--- config.mk ---
export PLATFORM = sky130hd
export DESIGN_NAME = elevator_request_controller
export DESIGN_NICKNAME = d
export VERILOG_FILES = /design/src/elevator_pkg.sv /design/src/elevator_request_controller.sv /design/src/car_dispatcher.sv /design/src/request_fifo.sv /design/src/request_latch.sv
export SDC_FILE = /design/constraint.sdc
export NUM_CORES = 1
export LEC_CHECK = 0
export ABC_AREA = 1
export BUFFER_PORTS_ARGS = -buffer_cell sky130_fd_sc_hd__buf_4
export CAP_MARGIN = 30
export CORE_ASPECT_RATIO = 0.8
export CORE_UTILIZATION = 63
export CTS_BUF_LIST = sky130_fd_sc_hd__clkbuf_2 sky130_fd_sc_hd__clkbuf_4 sky130_fd_sc_hd__clkbuf_8
export DETAILED_ROUTE_END_ITERATION = 7
export HOLD_SLACK_MARGIN = 0.05
export PLACE_DENSITY = 0.95
export SLEW_MARGIN = 20
export SYNTH_ARGS = -nofsm -noshare
export SYNTH_HDL_FRONTEND = slang
export SYNTH_SLANG_ARGS = --single-unit
--- constraint.sdc ---
create_clock -name clock -period 5.85 [get_ports clock]
set_input_delay 0.2925 -clock clock [delete_from_list [all_inputs] [get_ports clock]]
set_output_delay 0.2925 -clock clock [all_outputs]
set_load 0.03 [all_outputs]
--- src/elevator_pkg.sv ---
// Shared definitions for the elevator request controller
// Floor count and request queue depth
// Floor index and per-floor mask types
// Car status and dispatch command structs

package elevator_pkg;

    //////////////////////////////////////////////////
    // Sizes
    //////////////////////////////////////////////////

    // Floors served by the car
    // Index 0 is the first floor and index 10 the eleventh
    localparam int num_floors = 11;

    // Requests held in the queue
    // Kept below the floor count so the queue can fill up
    localparam int queue_depth = 8;

    // Bits of a floor index
    localparam int floor_w = 4;

    //////////////////////////////////////////////////
    // Types
    //////////////////////////////////////////////////

    // Floor index
    typedef logic [floor_w-1:0] floor_t;

    // One bit per floor for buttons and lights
    typedef logic [num_floors-1:0] floor_mask_t;

    // Status reported by the car FSM
    typedef struct packed {
        floor_t floor;
        logic   moving;
    } car_status_t;

    // Command to the car FSM
    typedef struct packed {
        floor_t target;
        // High when the target lies above the floor at trip start
        logic   up;
    } dispatch_t;

endpackage
--- src/elevator_request_controller.sv ---
// Floor request controller for an eleven-floor elevator
// Button latch, request queue and car dispatcher
// Talks to an external car FSM through car_status and dispatch

`timescale 1ns/100ps

module elevator_request_controller import elevator_pkg::*; (
    input  logic        clock,
    input  logic        reset_n,
    input  floor_mask_t panel_buttons,
    input  floor_mask_t call_buttons,
    input  logic        door_open_button,
    input  logic        door_close_button,
    input  logic        emergency,
    input  logic        power,
    input  car_status_t car_status,
    output floor_mask_t panel_lights,
    output floor_mask_t call_lights,
    output dispatch_t   dispatch,
    output logic        activate,
    output logic        door_open_allowed,
    output logic        door_close_allowed
);

    // Latch to queue
    logic   push_valid;
    logic   push_ready;
    floor_t push_floor;
    // Queue to dispatcher
    logic   pop_valid;
    logic   pop_ready;
    floor_t pop_floor;
    logic   arrival;
    logic   flush;

    // Power loss empties the queue
    assign flush = !power;

    request_latch request_latch_inst (
        .clock        (clock),
        .reset_n      (reset_n),
        .panel_buttons(panel_buttons),
        .call_buttons (call_buttons),
        .car_status   (car_status),
        .power        (power),
        .emergency    (emergency),
        .arrival      (arrival),
        .push_ready   (push_ready),
        .push_valid   (push_valid),
        .push_floor   (push_floor),
        .panel_lights (panel_lights),
        .call_lights  (call_lights)
    );

    request_fifo #(
        .depth(queue_depth)
    ) request_fifo_inst (
        .clock     (clock),
        .reset_n   (reset_n),
        .flush     (flush),
        .push_valid(push_valid),
        .push_floor(push_floor),
        .push_ready(push_ready),
        .pop_valid (pop_valid),
        .pop_floor (pop_floor),
        .pop_ready (pop_ready)
    );

    car_dispatcher car_dispatcher_inst (
        .clock             (clock),
        .reset_n           (reset_n),
        .car_status        (car_status),
        .power             (power),
        .emergency         (emergency),
        .door_open_button  (door_open_button),
        .door_close_button (door_close_button),
        .pop_valid         (pop_valid),
        .pop_floor         (pop_floor),
        .pop_ready         (pop_ready),
        .dispatch          (dispatch),
        .activate          (activate),
        .arrival           (arrival),
        .door_open_allowed (door_open_allowed),
        .door_close_allowed(door_close_allowed)
    );

endmodule

--- src/car_dispatcher.sv ---
// Trip control for the elevator request controller
// Pops the oldest request and holds it as the car target
// Arrival detection and direction
// Registered door permissions

`timescale 1ns/100ps

module car_dispatcher import elevator_pkg::*; (
    input  logic        clock,
    input  logic        reset_n,
    input  car_status_t car_status,
    input  logic        power,
    input  logic        emergency,
    input  logic        door_open_button,
    input  logic        door_close_button,
    input  logic        pop_valid,
    input  floor_t      pop_floor,
    output logic        pop_ready,
    output dispatch_t   dispatch,
    output logic        activate,
    output logic        arrival,
    output logic        door_open_allowed,
    output logic        door_close_allowed
);

    // A target is held from pop until arrival
    logic have_target;
    logic stopped;
    logic start_trip;
    logic resume_trip;
    logic at_target;

    assign stopped     = !car_status.moving;
    assign pop_ready   = power && !emergency && stopped && !have_target;
    assign start_trip  = pop_valid && pop_ready;
    // Only an emergency leaves a held target without activate
    assign resume_trip = power && !emergency && stopped && have_target && !activate;
    assign at_target   = activate && stopped && (car_status.floor == dispatch.target);

    //////////////////////////////////////////////////
    // Trip state
    //////////////////////////////////////////////////

    always_ff @(posedge clock or negedge reset_n) begin
        if (!reset_n) begin
            have_target <= 1'b0;
            activate    <= 1'b0;
            arrival     <= 1'b0;
        end else begin
            arrival <= 1'b0;
            if (!power) begin
                // Power loss drops the trip
                have_target <= 1'b0;
                activate    <= 1'b0;
            end else if (emergency) begin
                activate <= 1'b0;
            end else if (at_target) begin
                have_target <= 1'b0;
                activate    <= 1'b0;
                arrival     <= 1'b1;
            end else if (start_trip) begin
                have_target <= 1'b1;
                activate    <= 1'b1;
            end else if (resume_trip) begin
                activate <= 1'b1;
            end
        end
    end

    // Target and direction
    always_ff @(posedge clock) begin
        if (start_trip) begin
            dispatch.target <= pop_floor;
            dispatch.up     <= (pop_floor > car_status.floor);
        end else if (resume_trip) begin
            // Car may have stopped short of the target
            dispatch.up <= (dispatch.target > car_status.floor);
        end
    end

    //////////////////////////////////////////////////
    // Door permission
    //////////////////////////////////////////////////

    always_ff @(posedge clock or negedge reset_n) begin
        if (!reset_n) begin
            door_open_allowed  <= 1'b0;
            door_close_allowed <= 1'b0;
        end else if (power && stopped) begin
            door_open_allowed  <= door_open_button;
            door_close_allowed <= door_close_button;
        end else begin
            door_open_allowed  <= 1'b0;
            door_close_allowed <= 1'b0;
        end
    end

endmodule

--- src/request_fifo.sv ---
// Ordered request queue for the elevator request controller
// Circular buffer with read and write pointers and a count
// Valid/ready on both sides, flush empties the queue

`timescale 1ns/100ps

module request_fifo import elevator_pkg::*; #(
    parameter int depth = queue_depth
) (
    input  logic   clock,
    input  logic   reset_n,
    input  logic   flush,
    input  logic   push_valid,
    input  floor_t push_floor,
    output logic   push_ready,
    output logic   pop_valid,
    output floor_t pop_floor,
    input  logic   pop_ready
);

    localparam int ptr_w = (depth > 1) ? $clog2(depth) : 1;
    localparam int cnt_w = $clog2(depth + 1);

    floor_t           mem [depth];
    logic [ptr_w-1:0] wr_ptr;
    logic [ptr_w-1:0] rd_ptr;
    logic [cnt_w-1:0] count;
    logic             do_push;
    logic             do_pop;

    // Pointer advance with wrap at the last entry
    function automatic logic [ptr_w-1:0] next_ptr(input logic [ptr_w-1:0] ptr);
        if (ptr == ptr_w'(depth - 1)) begin
            return '0;
        end
        return ptr + 1'b1;
    endfunction

    assign push_ready = (count != cnt_w'(depth));
    assign pop_valid  = (count != '0);
    assign pop_floor  = mem[rd_ptr];
    assign do_push    = push_valid && push_ready;
    assign do_pop     = pop_valid && pop_ready;

    //////////////////////////////////////////////////
    // Pointers and fill level
    //////////////////////////////////////////////////

    always_ff @(posedge clock or negedge reset_n) begin
        if (!reset_n) begin
            wr_ptr <= '0;
            rd_ptr <= '0;
            count  <= '0;
        end else if (flush) begin
            wr_ptr <= '0;
            rd_ptr <= '0;
            count  <= '0;
        end else begin
            if (do_push) begin
                wr_ptr <= next_ptr(wr_ptr);
            end
            if (do_pop) begin
                rd_ptr <= next_ptr(rd_ptr);
            end
            // Simultaneous push and pop keep the count
            if (do_push && !do_pop) begin
                count <= count + 1'b1;
            end else if (do_pop && !do_push) begin
                count <= count - 1'b1;
            end
        end
    end

    // Storage
    always_ff @(posedge clock) begin
        if (do_push) begin
            mem[wr_ptr] <= push_floor;
        end
    end

endmodule

--- src/request_latch.sv ---
// Button capture for the elevator request controller
// Panel and hall call lights
// Duplicate filtering per floor
// Push side of the request queue handshake

`timescale 1ns/100ps

module request_latch import elevator_pkg::*; (
    input  logic        clock,
    input  logic        reset_n,
    input  floor_mask_t panel_buttons,
    input  floor_mask_t call_buttons,
    input  car_status_t car_status,
    input  logic        power,
    input  logic        emergency,
    input  logic        arrival,
    input  logic        push_ready,
    output logic        push_valid,
    output floor_t      push_floor,
    output floor_mask_t panel_lights,
    output floor_mask_t call_lights
);

    // Source of the pending push
    logic        pend_call;

    floor_mask_t floor_lit;
    floor_mask_t here_mask;
    floor_mask_t pend_mask;
    floor_mask_t allowed;
    floor_mask_t need_mask;
    floor_mask_t panel_new;
    floor_mask_t call_new;
    floor_mask_t pick_mask;
    logic        pick_call;
    logic        pick_found;
    logic        pick_direct;
    floor_t      pick_floor;

    // Lowest set bit of a floor mask
    function automatic floor_t lowest_floor(input floor_mask_t mask);
        floor_t result;
        result = '0;
        for (int i = num_floors - 1; i >= 0; i--) begin
            if (mask[i]) begin
                result = floor_t'(i);
            end
        end
        return result;
    endfunction

    //////////////////////////////////////////////////
    // Press selection
    //////////////////////////////////////////////////

    always_comb begin
        floor_lit = panel_lights | call_lights;
        // The current floor is not a request while the car stands there
        here_mask = car_status.moving ? '0 : floor_mask_t'(1) << car_status.floor;
        // Presses of the floor in flight wait until it is accepted
        pend_mask = push_valid ? floor_mask_t'(1) << push_floor : '0;
        allowed   = (power && !emergency) ? ~(here_mask | pend_mask) : '0;
        // A busy push port leaves only presses that need no push
        need_mask = push_valid ? floor_lit : '1;
        panel_new = panel_buttons & ~panel_lights & allowed & need_mask;
        call_new  = call_buttons & ~call_lights & allowed & need_mask;

        // Panel presses win over hall calls
        pick_call   = (panel_new == '0);
        pick_mask   = pick_call ? call_new : panel_new;
        pick_found  = |pick_mask;
        pick_floor  = lowest_floor(pick_mask);
        pick_direct = floor_lit[pick_floor];
    end

    //////////////////////////////////////////////////
    // Lights and push control
    //////////////////////////////////////////////////

    always_ff @(posedge clock or negedge reset_n) begin
        if (!reset_n) begin
            push_valid   <= 1'b0;
            panel_lights <= '0;
            call_lights  <= '0;
        end else if (!power) begin
            push_valid   <= 1'b0;
            panel_lights <= '0;
            call_lights  <= '0;
        end else begin
            // Light comes on with the accepted push
            if (push_valid && push_ready) begin
                push_valid <= 1'b0;
                if (pend_call) begin
                    call_lights[push_floor] <= 1'b1;
                end else begin
                    panel_lights[push_floor] <= 1'b1;
                end
            end
            if (pick_found) begin
                if (pick_direct) begin
                    // Floor already queued
                    if (pick_call) begin
                        call_lights[pick_floor] <= 1'b1;
                    end else begin
                        panel_lights[pick_floor] <= 1'b1;
                    end
                end else begin
                    push_valid <= 1'b1;
                end
            end
            if (arrival) begin
                panel_lights[car_status.floor] <= 1'b0;
                call_lights[car_status.floor]  <= 1'b0;
            end
        end
    end

    // Floor offered to the queue
    always_ff @(posedge clock) begin
        if (pick_found && !pick_direct && !push_valid) begin
            push_floor <= pick_floor;
            pend_call  <= pick_call;
        end
    end

endmodule

---- Yosys cells after proc, flatten, opt, wreduce, memory -nomap -nowiden ----
Memories as Yosys holds them, arrays and structs flattened.
Index checks and enable logic that the tools add are counted.
word-level totals
  bits in registers ....................... 48
  latch bits .............................. 0
  RAM bits ................................ 32
  memory bits (read-only) ................. 0
  output and inout bits ................... 30
  word-level logic and storage cells ...... 169
  memories kept ........................... 1
cells by class
  add/sub/neg operators ................... 4
  multiply operators ...................... 0
  div/mod/pow operators ................... 0
  order comparisons ....................... 8
  equality and inequality tests ........... 10
  shift operators ......................... 2
  muxes and demuxes ....................... 81
  bitwise logic cells ..................... 18
  reduce and logical (&&, ||, !) cells .... 30
memories
  memory                 depth  width  read ports  clocked after memory_dff  write ports  RTL line            text
  request_fifo_inst.mem  8      4      1           0                         1            request_fifo.sv:24  floor_t mem [depth];
operator list
  cell                                                                   count
  11-bit two-way mux                                                     23
  11-bit bitwise AND                                                     8
  11-bit OR                                                              6
  4-bit two-way mux                                                      14
  11-bit inverter                                                        4
  1-bit two-way mux                                                      32
  3-bit two-way mux                                                      8
  1-bit by 4-bit left shift with 11-bit output, first input constant     2
  1-bit logical AND                                                      17
  4-bit by 5-bit < comparator with 1-bit output, second input constant   3
  1-bit demux with 4-bit select                                          3
  4-bit by 1-bit >= comparator with 1-bit output, second input constant  3
  11-bit logical NOT                                                     1
  11-bit OR reduction                                                    1
  4-bit greater-than comparator                                          2
  1-bit logical NOT                                                      8
  3-bit by 1-bit adder with 3-bit output, second input constant          2
  3-bit == test, second input constant                                   2
  3-bit by 1-bit != test with 1-bit output, second input constant        2
  5-bit by 2-bit != test with 1-bit output, second input constant        1
  4-bit by 1-bit adder with 4-bit output, second input constant          1
  1-bit binary-select mux with 4-bit select                              1
  4-bit == test                                                          1
  2-bit by 1-bit != test with 1-bit output, second input constant        2
  other kinds (6)                                                        6

---- Depth between registers and ports, before layout ----
Gate-level depths: netlist of run 1.
  depth in word-level cells ............... 32
  mapped depth ............................ 29
  depth with buffers taken out ............ 27

---- Hierarchy ----
A second synthesis of run 1 with hierarchy kept.
second synthesis, totals
  cells, all modules ...................... 730
  area total of the unflattened synthesis .. 5447.7 um2
modules (own cells, without submodules)
  module                       times used  cells each  area each (um2)  sequential area each (um2)
  request_latch                1           471         2827.7           725.7
  request_fifo                 1           183         1970.6           1211.2
  car_dispatcher               1           75          645.6            275.3
  elevator_request_controller  1           1           3.8              0.0

---- Least setup slack after synthesis of run 1 ----
Ideal clock, no wire load.
  path kind ............................... register to register
  start point ............................. register request_latch_inst.push_floor[0]
  end point ............................... register request_latch_inst.pend_call (enable)
  arrival time ............................ 2.877 ns
  data required time ...................... 5.541 ns
  path slack .............................. 2.664 ns
  cell stages (with the launch flop) ...... 28
  path buffers ............................ 2
  period minus slack after synthesis ...... 3.186 ns
  cell sequence ........................... edfxtp_1 nor2_1 inv_2 nor2_1 nor2_2 nand3_1 inv_1 nor2_1 nand3_2 buf_6 nor2_2 nor2_1 nand2_1 nand2_1 nand2_1 nand2_1 nand2_1 nand2_2 nand2_4 nand2_2 nand2_4 nand2_2 nor2_2 nor2_4 nor2_8 buf_4 nand3b_1 inv_1
on the way
  longest elaborated chain between the ends .. 25
RTL lines
  what                                              RTL line              text
  start, declared                                   request_latch.sv:19   output floor_t push_floor,
  start signal, assigned                            request_latch.sv:121  push_floor <= pick_floor;
  1-bit by 4-bit left shift with 11-bit output (*)  request_latch.sv:61   pend_mask = push_valid ? floor_mask_t'(1) << push_floor : '0;
  11-bit two-way mux (*)                            request_latch.sv:61
  11-bit OR (*)                                     request_latch.sv:62   allowed = (power && !emergency) ? ~(here_mask | pend_mask) : '0;
  11-bit inverter (*)                               request_latch.sv:62
  11-bit two-way mux (*)                            request_latch.sv:62
  11-bit bitwise AND (2 in a row)                   request_latch.sv:65   panel_new = panel_buttons & ~panel_lights & allowed & need_mask;
  11-bit logical NOT                                request_latch.sv:69   pick_call = (panel_new == '0);
  11-bit two-way mux (*)                            request_latch.sv:70   pick_mask = pick_call ? call_new : panel_new;
  4-bit two-way mux (11 in a row)                   request_latch.sv:45   if (mask[i]) begin
  1-bit binary-select mux with 4-bit select         request_latch.sv:73   pick_direct = floor_lit[pick_floor];
  1-bit two-way mux (implied by the code)           request_latch.sv:73
  1-bit logical NOT                                 request_latch.sv:120  if (pick_found && !pick_direct && !push_valid) begin
  1-bit logical AND (*) (2 in a row)                request_latch.sv:120
  end signal, assigned                              request_latch.sv:122  pend_call <= pick_call;
  end, declared                                     request_latch.sv:25   logic pend_call;
Mark *: on every way between the ends. The rest lies on a longest branch, timed or not. The select of a mux whose other input is x is not followed.
A chain may end at the register's enable or synchronous reset.

---- Worst setup path after layout of run 1 ----
  start point ............................. register request_latch_inst.push_valid
  end point ............................... register request_latch_inst.push_floor[1] (enable)
on the way
  longest elaborated chain between the ends .. 24
RTL lines
  what                                       RTL line              text
  start, declared                            request_latch.sv:18   output logic push_valid,
  start signal, assigned                     request_latch.sv:82   push_valid <= 1'b0;
  start signal, assigned                     request_latch.sv:86   push_valid <= 1'b0;
  start signal, assigned                     request_latch.sv:92   push_valid <= 1'b0;
  11-bit two-way mux                         request_latch.sv:61
  11-bit OR                                  request_latch.sv:62
  11-bit inverter                            request_latch.sv:62
  11-bit two-way mux                         request_latch.sv:62
  11-bit bitwise AND (2 in a row)            request_latch.sv:65
  11-bit logical NOT                         request_latch.sv:69
  11-bit two-way mux                         request_latch.sv:70
  4-bit two-way mux (11 in a row)            request_latch.sv:45
  1-bit binary-select mux with 4-bit select  request_latch.sv:73
  1-bit two-way mux (implied by the code)    request_latch.sv:73
  1-bit logical NOT                          request_latch.sv:120
  1-bit logical AND                          request_latch.sv:120
  1-bit logical AND (*)                      request_latch.sv:120
Marked as above.

==> results.yml, run 1 <==
worst_setup_path:
  worstPathRequired_ns: 5.89
  cp_data_arrival_time_ns: 4.74
  timing.critical_path.from_type: "flop"
  cp_cell_sequence: "inv_2, nor2_1, nor2_1, nand3_1, nand2_1, nor2_2, nand3_2, inv_2, nand2_1, nand2_1, nor2_1, a21oi_2, inv_2, o21ai_1, inv_2, nand2_1, nor2_4, nor2_8, nand3b_1, inv_1"
  end_kind: "flop"
  crit_path_max_incr_delay_ns: 0.69
  critPathMaxFanout: 20
  criticalPathCategory: "flop to flop"
  worst_path_max_delay_cell: "sky130_fd_sc_hd__dfrtp_1"
placement:
  placement.io_buffers: 62
  place_worst_setup_slack_ns: 1.37
  place_congestion: 0.947
  dp.final_hpwl_um: 12200
sta:
  report.final.hold_viol_count: 0
  worst_clock_skew_ns: 0.0206
  worst_case_setup_margin_in_the_final_layout_ns: 1.15
  slew_viol_final: 0
  worst_pin_slew_ns: 0.929
  slew_headroom: 0.375
  final_setup_tns_ns: 0
  final.min_clock_period_ns: 4.70
  rsz_0062_raised_after_global_routing: "no"
  max_freq_mhz: 213
  report.final.setup_viol: 0
  post-route-period-util: 0.803
synthesis:
  synth_ff_type: "sky130_fd_sc_hd__edfxtp_1"
  ys_types: 44
  yosys_warnings: 0
  synth_nets: 752
  synth_sequential_area_ratio: 0.419
  synth_cells: 704
  synthesis.area_mm2: 0.00528
  synth.avg_cell_area_um2: 7.50
  ys_ff_latch: 80
  synthArstFlopShare: 0.475
  number_of_enable_type_register_cells_in_the_synthesized_netlist: 42
power_and_ir_drop:
  worst_case_vdd_ir_drop_mv: 0.294
  cellLeakagePower_nw: 2.81
  total_power_consumption_mw: 2.53
  power.density_mw_per_mm2: 424
clocking:
  h-tree-depth: 3
  numCtsBuffers: 9
  clock_latency_ns: 0.35
  clock_tree.root_cell: "sky130_fd_sc_hd__clkbuf_8"
  worst_setup_hold_path_clk_slew_ns: 0.09
  clock_tree_buffer_depth: 2
  cts.sink_count: 80
  tritoncts_clock_tree: "done"
global_route:
  grt_first_pass_wirelength_um: 24700
  track_usage: 0.372
  grt_max_degree: 39
  grt_pass1_vias: 4819
  grt_total_ovfl: 0
  antenna_found_initial: 0
die:
  floorplan_die_area_mm2: 0.00875
  core-area_mm2: 0.00802
  dieHeight_um: 83.9
  io_pins: 63
  chipWidth_um: 104
  fp-row-count: 29
  initial_util: 0.658
cells_and_area:
  number_of_diodes_added_for_antenna_fixing: 0
  num-fill-cells: 608
  layout_cell_share_with_drive_strength_beyond_1: 0.159
  nets: 806
  areaGrowthSynthToFinish_pct: 12.9
routing:
  dr.pass1.iters: 7
  ant_nets: 0
  detail_route.vias_per_cell: 5.89
  num_vias: 5131
  detail_route.wl_per_cell_um: 18.1
  drt_iter0_drc: 547
  drc_errors: 0
  postRouteWirelength_um: 15800
job:
  drv.max_cap_violation_count: 0
status:
  result_of_the_run: "finished clean"
hold_path:
  timing.hold.worst.class: "input pin to flop"
==> metal layers <==
layer | global-route usage | routed length (um)
met5 | 0 | 0
met4 | 0.0935 | 249
met3 | 0.0999 | 2300
met2 | 0.547 | 6640
met1 | 0.545 | 6600
==> cell families (layout without fill, tap and decap cells) <==
logic type	Yosys count	after routing	synth area share
fa+ha+maj	15	15	0.0370
compound gates	111	111	0.119
simple gates	372	372	0.324
buf+inv	124	183	0.0976
xor+xnor	2	2	0.00332
flops	80	80	0.419
==> worst max-delay path, delay by kind of cell, from the launching register on <==
kind | cells | cell delay [ns]
buffers and inverters | 5 | 1.07
AOI/OAI and AO/OA | 2 | 0.65
DFF | 1 | 0.69
and+or+nand+nor | 13 | 1.95
==> layout by cell type (no fill, tap or decap), types with 4 or more instances in the layout <==
| cell type | instances |
|---|---|
| sky130_fd_sc_hd__nand2_1 | 141 |
| sky130_fd_sc_hd__nor2_1 | 119 |
| sky130_fd_sc_hd__inv_1 | 94 |
| sky130_fd_sc_hd__buf_4 | 62 |
| sky130_fd_sc_hd__o21ai_0 | 46 |
| sky130_fd_sc_hd__edfxtp_1 | 42 |
| sky130_fd_sc_hd__dfrtp_1 | 38 |
| sky130_fd_sc_hd__nand3_1 | 36 |
| sky130_fd_sc_hd__a21oi_1 | 30 |
| sky130_fd_sc_hd__nand4_1 | 22 |
| sky130_fd_sc_hd__nand3b_1 | 14 |
| sky130_fd_sc_hd__ha_1 | 14 |
| sky130_fd_sc_hd__nor2_2 | 13 |
| sky130_fd_sc_hd__clkbuf_8 | 11 |
| sky130_fd_sc_hd__nor3_1 | 9 |
| sky130_fd_sc_hd__inv_2 | 8 |
| sky130_fd_sc_hd__o22ai_1 | 8 |
| sky130_fd_sc_hd__o31ai_1 | 7 |
| sky130_fd_sc_hd__o21ai_1 | 4 |
| sky130_fd_sc_hd__nand2_2 | 4 |
| sky130_fd_sc_hd__a31oi_1 | 4 |
| sky130_fd_sc_hd__nor2_4 | 4 |
==> flip-flops by register name, indices dropped and copies added (netlist names) <==
signal                                  cells
request_fifo_inst.rd_ptr                    3
car_dispatcher_inst.dispatch                5
car_dispatcher_inst.have_target             1
car_dispatcher_inst.activate                1
request_latch_inst.call_lights             11
request_fifo_inst.mem                      32
request_fifo_inst.count                     4
request_latch_inst.panel_lights            11
request_latch_inst.push_floor               4
car_dispatcher_inst.door_open_allowed       1
car_dispatcher_inst.arrival                 1
request_latch_inst.pend_call                1
request_latch_inst.push_valid               1
request_fifo_inst.wr_ptr                    3
car_dispatcher_inst.door_close_allowed      1
==> Yosys cell counts, types with 9 or more instances <==
cell type                  instances  area (um^2)
sky130_fd_sc_hd__a21oi_1          30          150
sky130_fd_sc_hd__clkbuf_1         11         41.3
sky130_fd_sc_hd__dfrtp_1          38          951
sky130_fd_sc_hd__edfxtp_1         42         1260
sky130_fd_sc_hd__ha_1             14          175
sky130_fd_sc_hd__inv_1            94          353
sky130_fd_sc_hd__nand2_1         141          529
sky130_fd_sc_hd__nand3_1          36          180
sky130_fd_sc_hd__nand3b_1         14          105
sky130_fd_sc_hd__nand4_1          22          138
sky130_fd_sc_hd__nor2_1          119          447
sky130_fd_sc_hd__nor2_2           13         81.3
sky130_fd_sc_hd__nor3_1            9         45.0
sky130_fd_sc_hd__o21ai_0          46          230
==> worst paths after layout <==
path | from | to | slack [ns] | cells after the start
min reg2reg | request_fifo_inst.count[0] | request_fifo_inst.count[0] | 0.58 | 1
max reg2reg | request_latch_inst.push_valid | request_latch_inst.push_floor[1] | 1.15 | 20
min in group asynchronous | reset_n | request_fifo_inst.rd_ptr[0] | 0.44 | 2
min | door_open_button | car_dispatcher_inst.door_open_allowed | 0.16 | 3
max in group asynchronous | reset_n | request_latch_inst.push_valid | 5.04 | 2
max | request_latch_inst.push_valid | request_latch_inst.push_floor[1] | 1.15 | 20
==> per-stage QoR <==
step | hold WS, ns | cells | utilization | instance area [um^2]
floorplan | -0.00309 | 704 | - | 5280
global placement | 0.290 | 854 | 0.718 | 5760
detailed placement | 0.294 | 854 | 0.718 | 5760
CTS | 0.161 | 871 | 0.743 | 5960
global route | 0.151 | 871 | 0.743 | 5960
finish | 0.156 | 871 | 0.743 | 5960
==> area by class of cell <==
| type | instances | area (um^2) | share of cell area |
|---|---|---|---|
| Clock inverter | 4 | 35.0 | 0.00588 |
| Tap cell | 108 | 135 | 0.0227 |
| Multi-Input combinational cell | 500 | 2550 | 0.428 |
| Sequential cell | 80 | 2210 | 0.371 |
| Inverter | 104 | 393 | 0.0659 |
| Timing Repair Buffer | 63 | 475 | 0.0797 |
| Clock buffer | 12 | 159 | 0.0267 |
==> where the power goes <==
group / leakage [nW] / switching (mW) / total (mW) / internal (mW)
logic: 1.80 / 0.875 / 1.26 / 0.385
clock network: 0.101 / 0.204 / 0.391 / 0.187
registers: 0.903 / 0.134 / 0.877 / 0.743
total: 2.81 / 1.21 / 2.53 / 1.31
==> repair_timing <==
item                      CTS  global route
hold buffers                1             0
setup buffers               0             0
gates resized for setup     0             0
hold endpoints to repair   38             0
Power figures use the tool's default switching activity.
==> run 2: changes to the inputs <==
--- a/config.mk
+++ b/config.mk
@@ -9,11 +9,11 @@
 export BUFFER_PORTS_ARGS = -buffer_cell sky130_fd_sc_hd__buf_4
 export CAP_MARGIN = 30
 export CORE_ASPECT_RATIO = 0.8
-export CORE_UTILIZATION = 63
+export CORE_UTILIZATION = 55
 export CTS_BUF_LIST = sky130_fd_sc_hd__clkbuf_2 sky130_fd_sc_hd__clkbuf_4 sky130_fd_sc_hd__clkbuf_8
 export DETAILED_ROUTE_END_ITERATION = 7
 export HOLD_SLACK_MARGIN = 0.05
-export PLACE_DENSITY = 0.95
+export PLACE_DENSITY = 0.9
 export SLEW_MARGIN = 20
 export SYNTH_ARGS = -nofsm -noshare
 export SYNTH_HDL_FRONTEND = slang
==> constraint.sdc (replaced) <==
create_clock -name clock -period 4.2 [get_ports clock]
set_input_delay 0.21 -clock clock [delete_from_list [all_inputs] [get_ports clock]]
set_output_delay 0.21 -clock clock [all_outputs]
set_load 0.03 [all_outputs]
==> results.yml, run 2 (synthesized netlist as in run 1, its figures left out) <==
status:
  result_of_the_run: "finished with violations"
  violations: "design-rule violations"
routing:
  postRouteWirelength_um: 16900
  dr.pass1.iters: 8
  drc_errors: 5
  drt_iter0_drc: 648
  ant_nets: 0
  detail_route.vias_per_cell: 5.76
  detail_route.wl_per_cell_um: 18.8
  num_vias: 5184
cells_and_area:
  largest_register: "request_fifo_inst.mem"
  sequential_cell_area_mm2: 0.00221
  number_of_diodes_added_for_antenna_fixing: 0
  layout_cell_share_with_drive_strength_beyond_1: 0.183
  mostFrequentLayoutCells: "sky130_fd_sc_hd__nand2_1, sky130_fd_sc_hd__nor2_1, sky130_fd_sc_hd__inv_1, sky130_fd_sc_hd__buf_4, sky130_fd_sc_hd__o21ai_0"
  num-fill-cells: 786
  largest_register_ff_count: 32
  areaGrowthSynthToFinish_pct: 16.2
  biggestRegsByFlops: "request_fifo_inst.mem (32), request_latch_inst.call_lights (11), request_latch_inst.panel_lights (11)"
  nets: 828
  layout_commonest_cell: "sky130_fd_sc_hd__nand2_1"
  multiInputGateArea_mm2: 0.00255
sta:
  report.final.setup_viol: 0
  slew_viol_final: 0
  slew_headroom: 0.431
  report.final.hold_viol_count: 0
  worst_clock_skew_ns: 0.00967
  max_freq_mhz: 260
  rsz_0062_raised_after_global_routing: "no"
  post-route-period-util: 0.917
  hold_ws_ns: 0.0756
  final_setup_tns_ns: 0
  final.min_clock_period_ns: 3.85
  worst_pin_slew_ns: 0.846
power_and_ir_drop:
  cellLeakagePower_nw: 2.90
  power.density_mw_per_mm2: 597
  worst_case_vdd_ir_drop_mv: 0.346
global_route:
  grt_max_degree: 39
  grt_total_ovfl: 0
  track_usage: 0.351
  grt_first_pass_wirelength_um: 25800
  antenna_found_initial: 0
  grt_pass1_vias: 4862
placement:
  place_congestion: 1.05
  dp.final_hpwl_um: 13200
  placement.io_buffers: 62
die:
  core-area_mm2: 0.00919
  io_pins: 63
  dieHeight_um: 89.6
  fp-row-count: 31
  initial_util: 0.574
  chipWidth_um: 112
  floorplan_die_area_mm2: 0.0100
worst_setup_path:
  end_kind: "flop"
  crit_path_max_incr_delay_ns: 0.53
  cp_cell_sequence: "inv_1, nand2_1, nor2_1, nor2_2, nand3_1, nand2_1, nor2_1, nand3_2, buf_4, o21ai_0, nor2_1, nand2_1, nand2_1, nand2_1, a21oi_2, inv_2, buf_4, nand2_2, nor2_2, nor2_4, nor2_8, nand3b_1, inv_1"
  cp_common_cell: "sky130_fd_sc_hd__nand2_1"
  cp_data_arrival_time_ns: 3.92
  critical_path.n_buffers_inverters: 5
  critPathMaxFanout: 9
  crit_family: "simple AND/OR/NAND/NOR gates"
  worst_path_max_delay_cell: "sky130_fd_sc_hd__edfxtp_1"
  criticalPathCategory: "flop to flop"
  timing.critical_path.from_type: "flop"
  worstPathRequired_ns: 4.27
clocking:
  clock_tree_buffer_depth: 2
  clock_tree.root_cell: "sky130_fd_sc_hd__clkbuf_8"
  clock_latency_ns: 0.36
  cts.sink_count: 80
  h-tree-depth: 3
  numCtsBuffers: 9
  tritoncts_clock_tree: "done"
  worst_setup_hold_path_clk_slew_ns: 0.08
job:
  drv.max_cap_violation_count: 0
hold_path:
  timing.hold.worst.class: "input pin to flop"
-- run 2: through the flow --
stage	cells	utilization	area, um^2	total power [mW]	setup slack (ns)
floorplan	704	-	5280	2.51	1.01
global placement	878	0.643	5910	3.03	0.364
detailed placement	878	0.643	5910	3.07	0.355
CTS	896	0.664	6100	3.60	0.325
global route	900	0.667	6140	3.92	0.0214
finish	900	0.667	6140	3.66	0.350
-- run 2: final timing paths --
check | start | to | slack, ns | cells past startpoint
worst max register to register | request_latch_inst.push_floor[0] | request_latch_inst.push_floor[0] | 0.35 | 23
max in group asynchronous | reset_n | request_latch_inst.push_valid | 3.44 | 2
worst max-delay path | request_latch_inst.push_floor[0] | request_latch_inst.push_floor[0] | 0.35 | 23
min in group asynchronous | reset_n | request_latch_inst.panel_lights[10] | 0.36 | 2
worst min register to register | car_dispatcher_inst.have_target | car_dispatcher_inst.have_target | 0.56 | 2
worst min-delay path | door_open_button | car_dispatcher_inst.door_open_allowed | 0.08 | 3
-- run 2: power breakdown --
| part | internal, mW | switching [mW] | total [mW] | leakage [nW] |
|---|---|---|---|---|
| sequential | 1.04 | 0.148 | 1.18 | 0.902 |
| clock | 0.224 | 0.301 | 0.525 | 0.0905 |
| combinational | 0.649 | 1.30 | 1.95 | 1.91 |
-- run 2: area by class of cell --
cell class / count / share of cell area
timing repair buffer: 85 / 0.107
clock buffer: 10 / 0.0214
clock inverter: 6 / 0.00714
multi-input combinational: 500 / 0.416
sequential: 80 / 0.361
inverter: 104 / 0.0640
tap: 115 / 0.0235
-- run 2: what timing repair did --
action | 4_1_cts | 5_1_grt
buffers inserted | 0 | 4
hold buffers | 2 | 0
hold endpoints to repair | 39 | 0
setup endpoints to repair | 0 | 26
gates resized for setup | 0 | 2
-- run 2: routing by layer --
metal | track usage | up-vias | wire (um)
li1 | - | 2456 | -
met1 | 0.485 | 2403 | 7440
met2 | 0.526 | 298 | 6950
met3 | 0.113 | 27 | 2180
met4 | 0.113 | 0 | 312
met5 | 0 | - | 0
-- run 2: tightest hold or removal path: stages --
cell and delay, ns:
sky130_fd_sc_hd__buf_4 0.11, sky130_fd_sc_hd__inv_1 0.05, sky130_fd_sc_hd__nor2_1 0.04
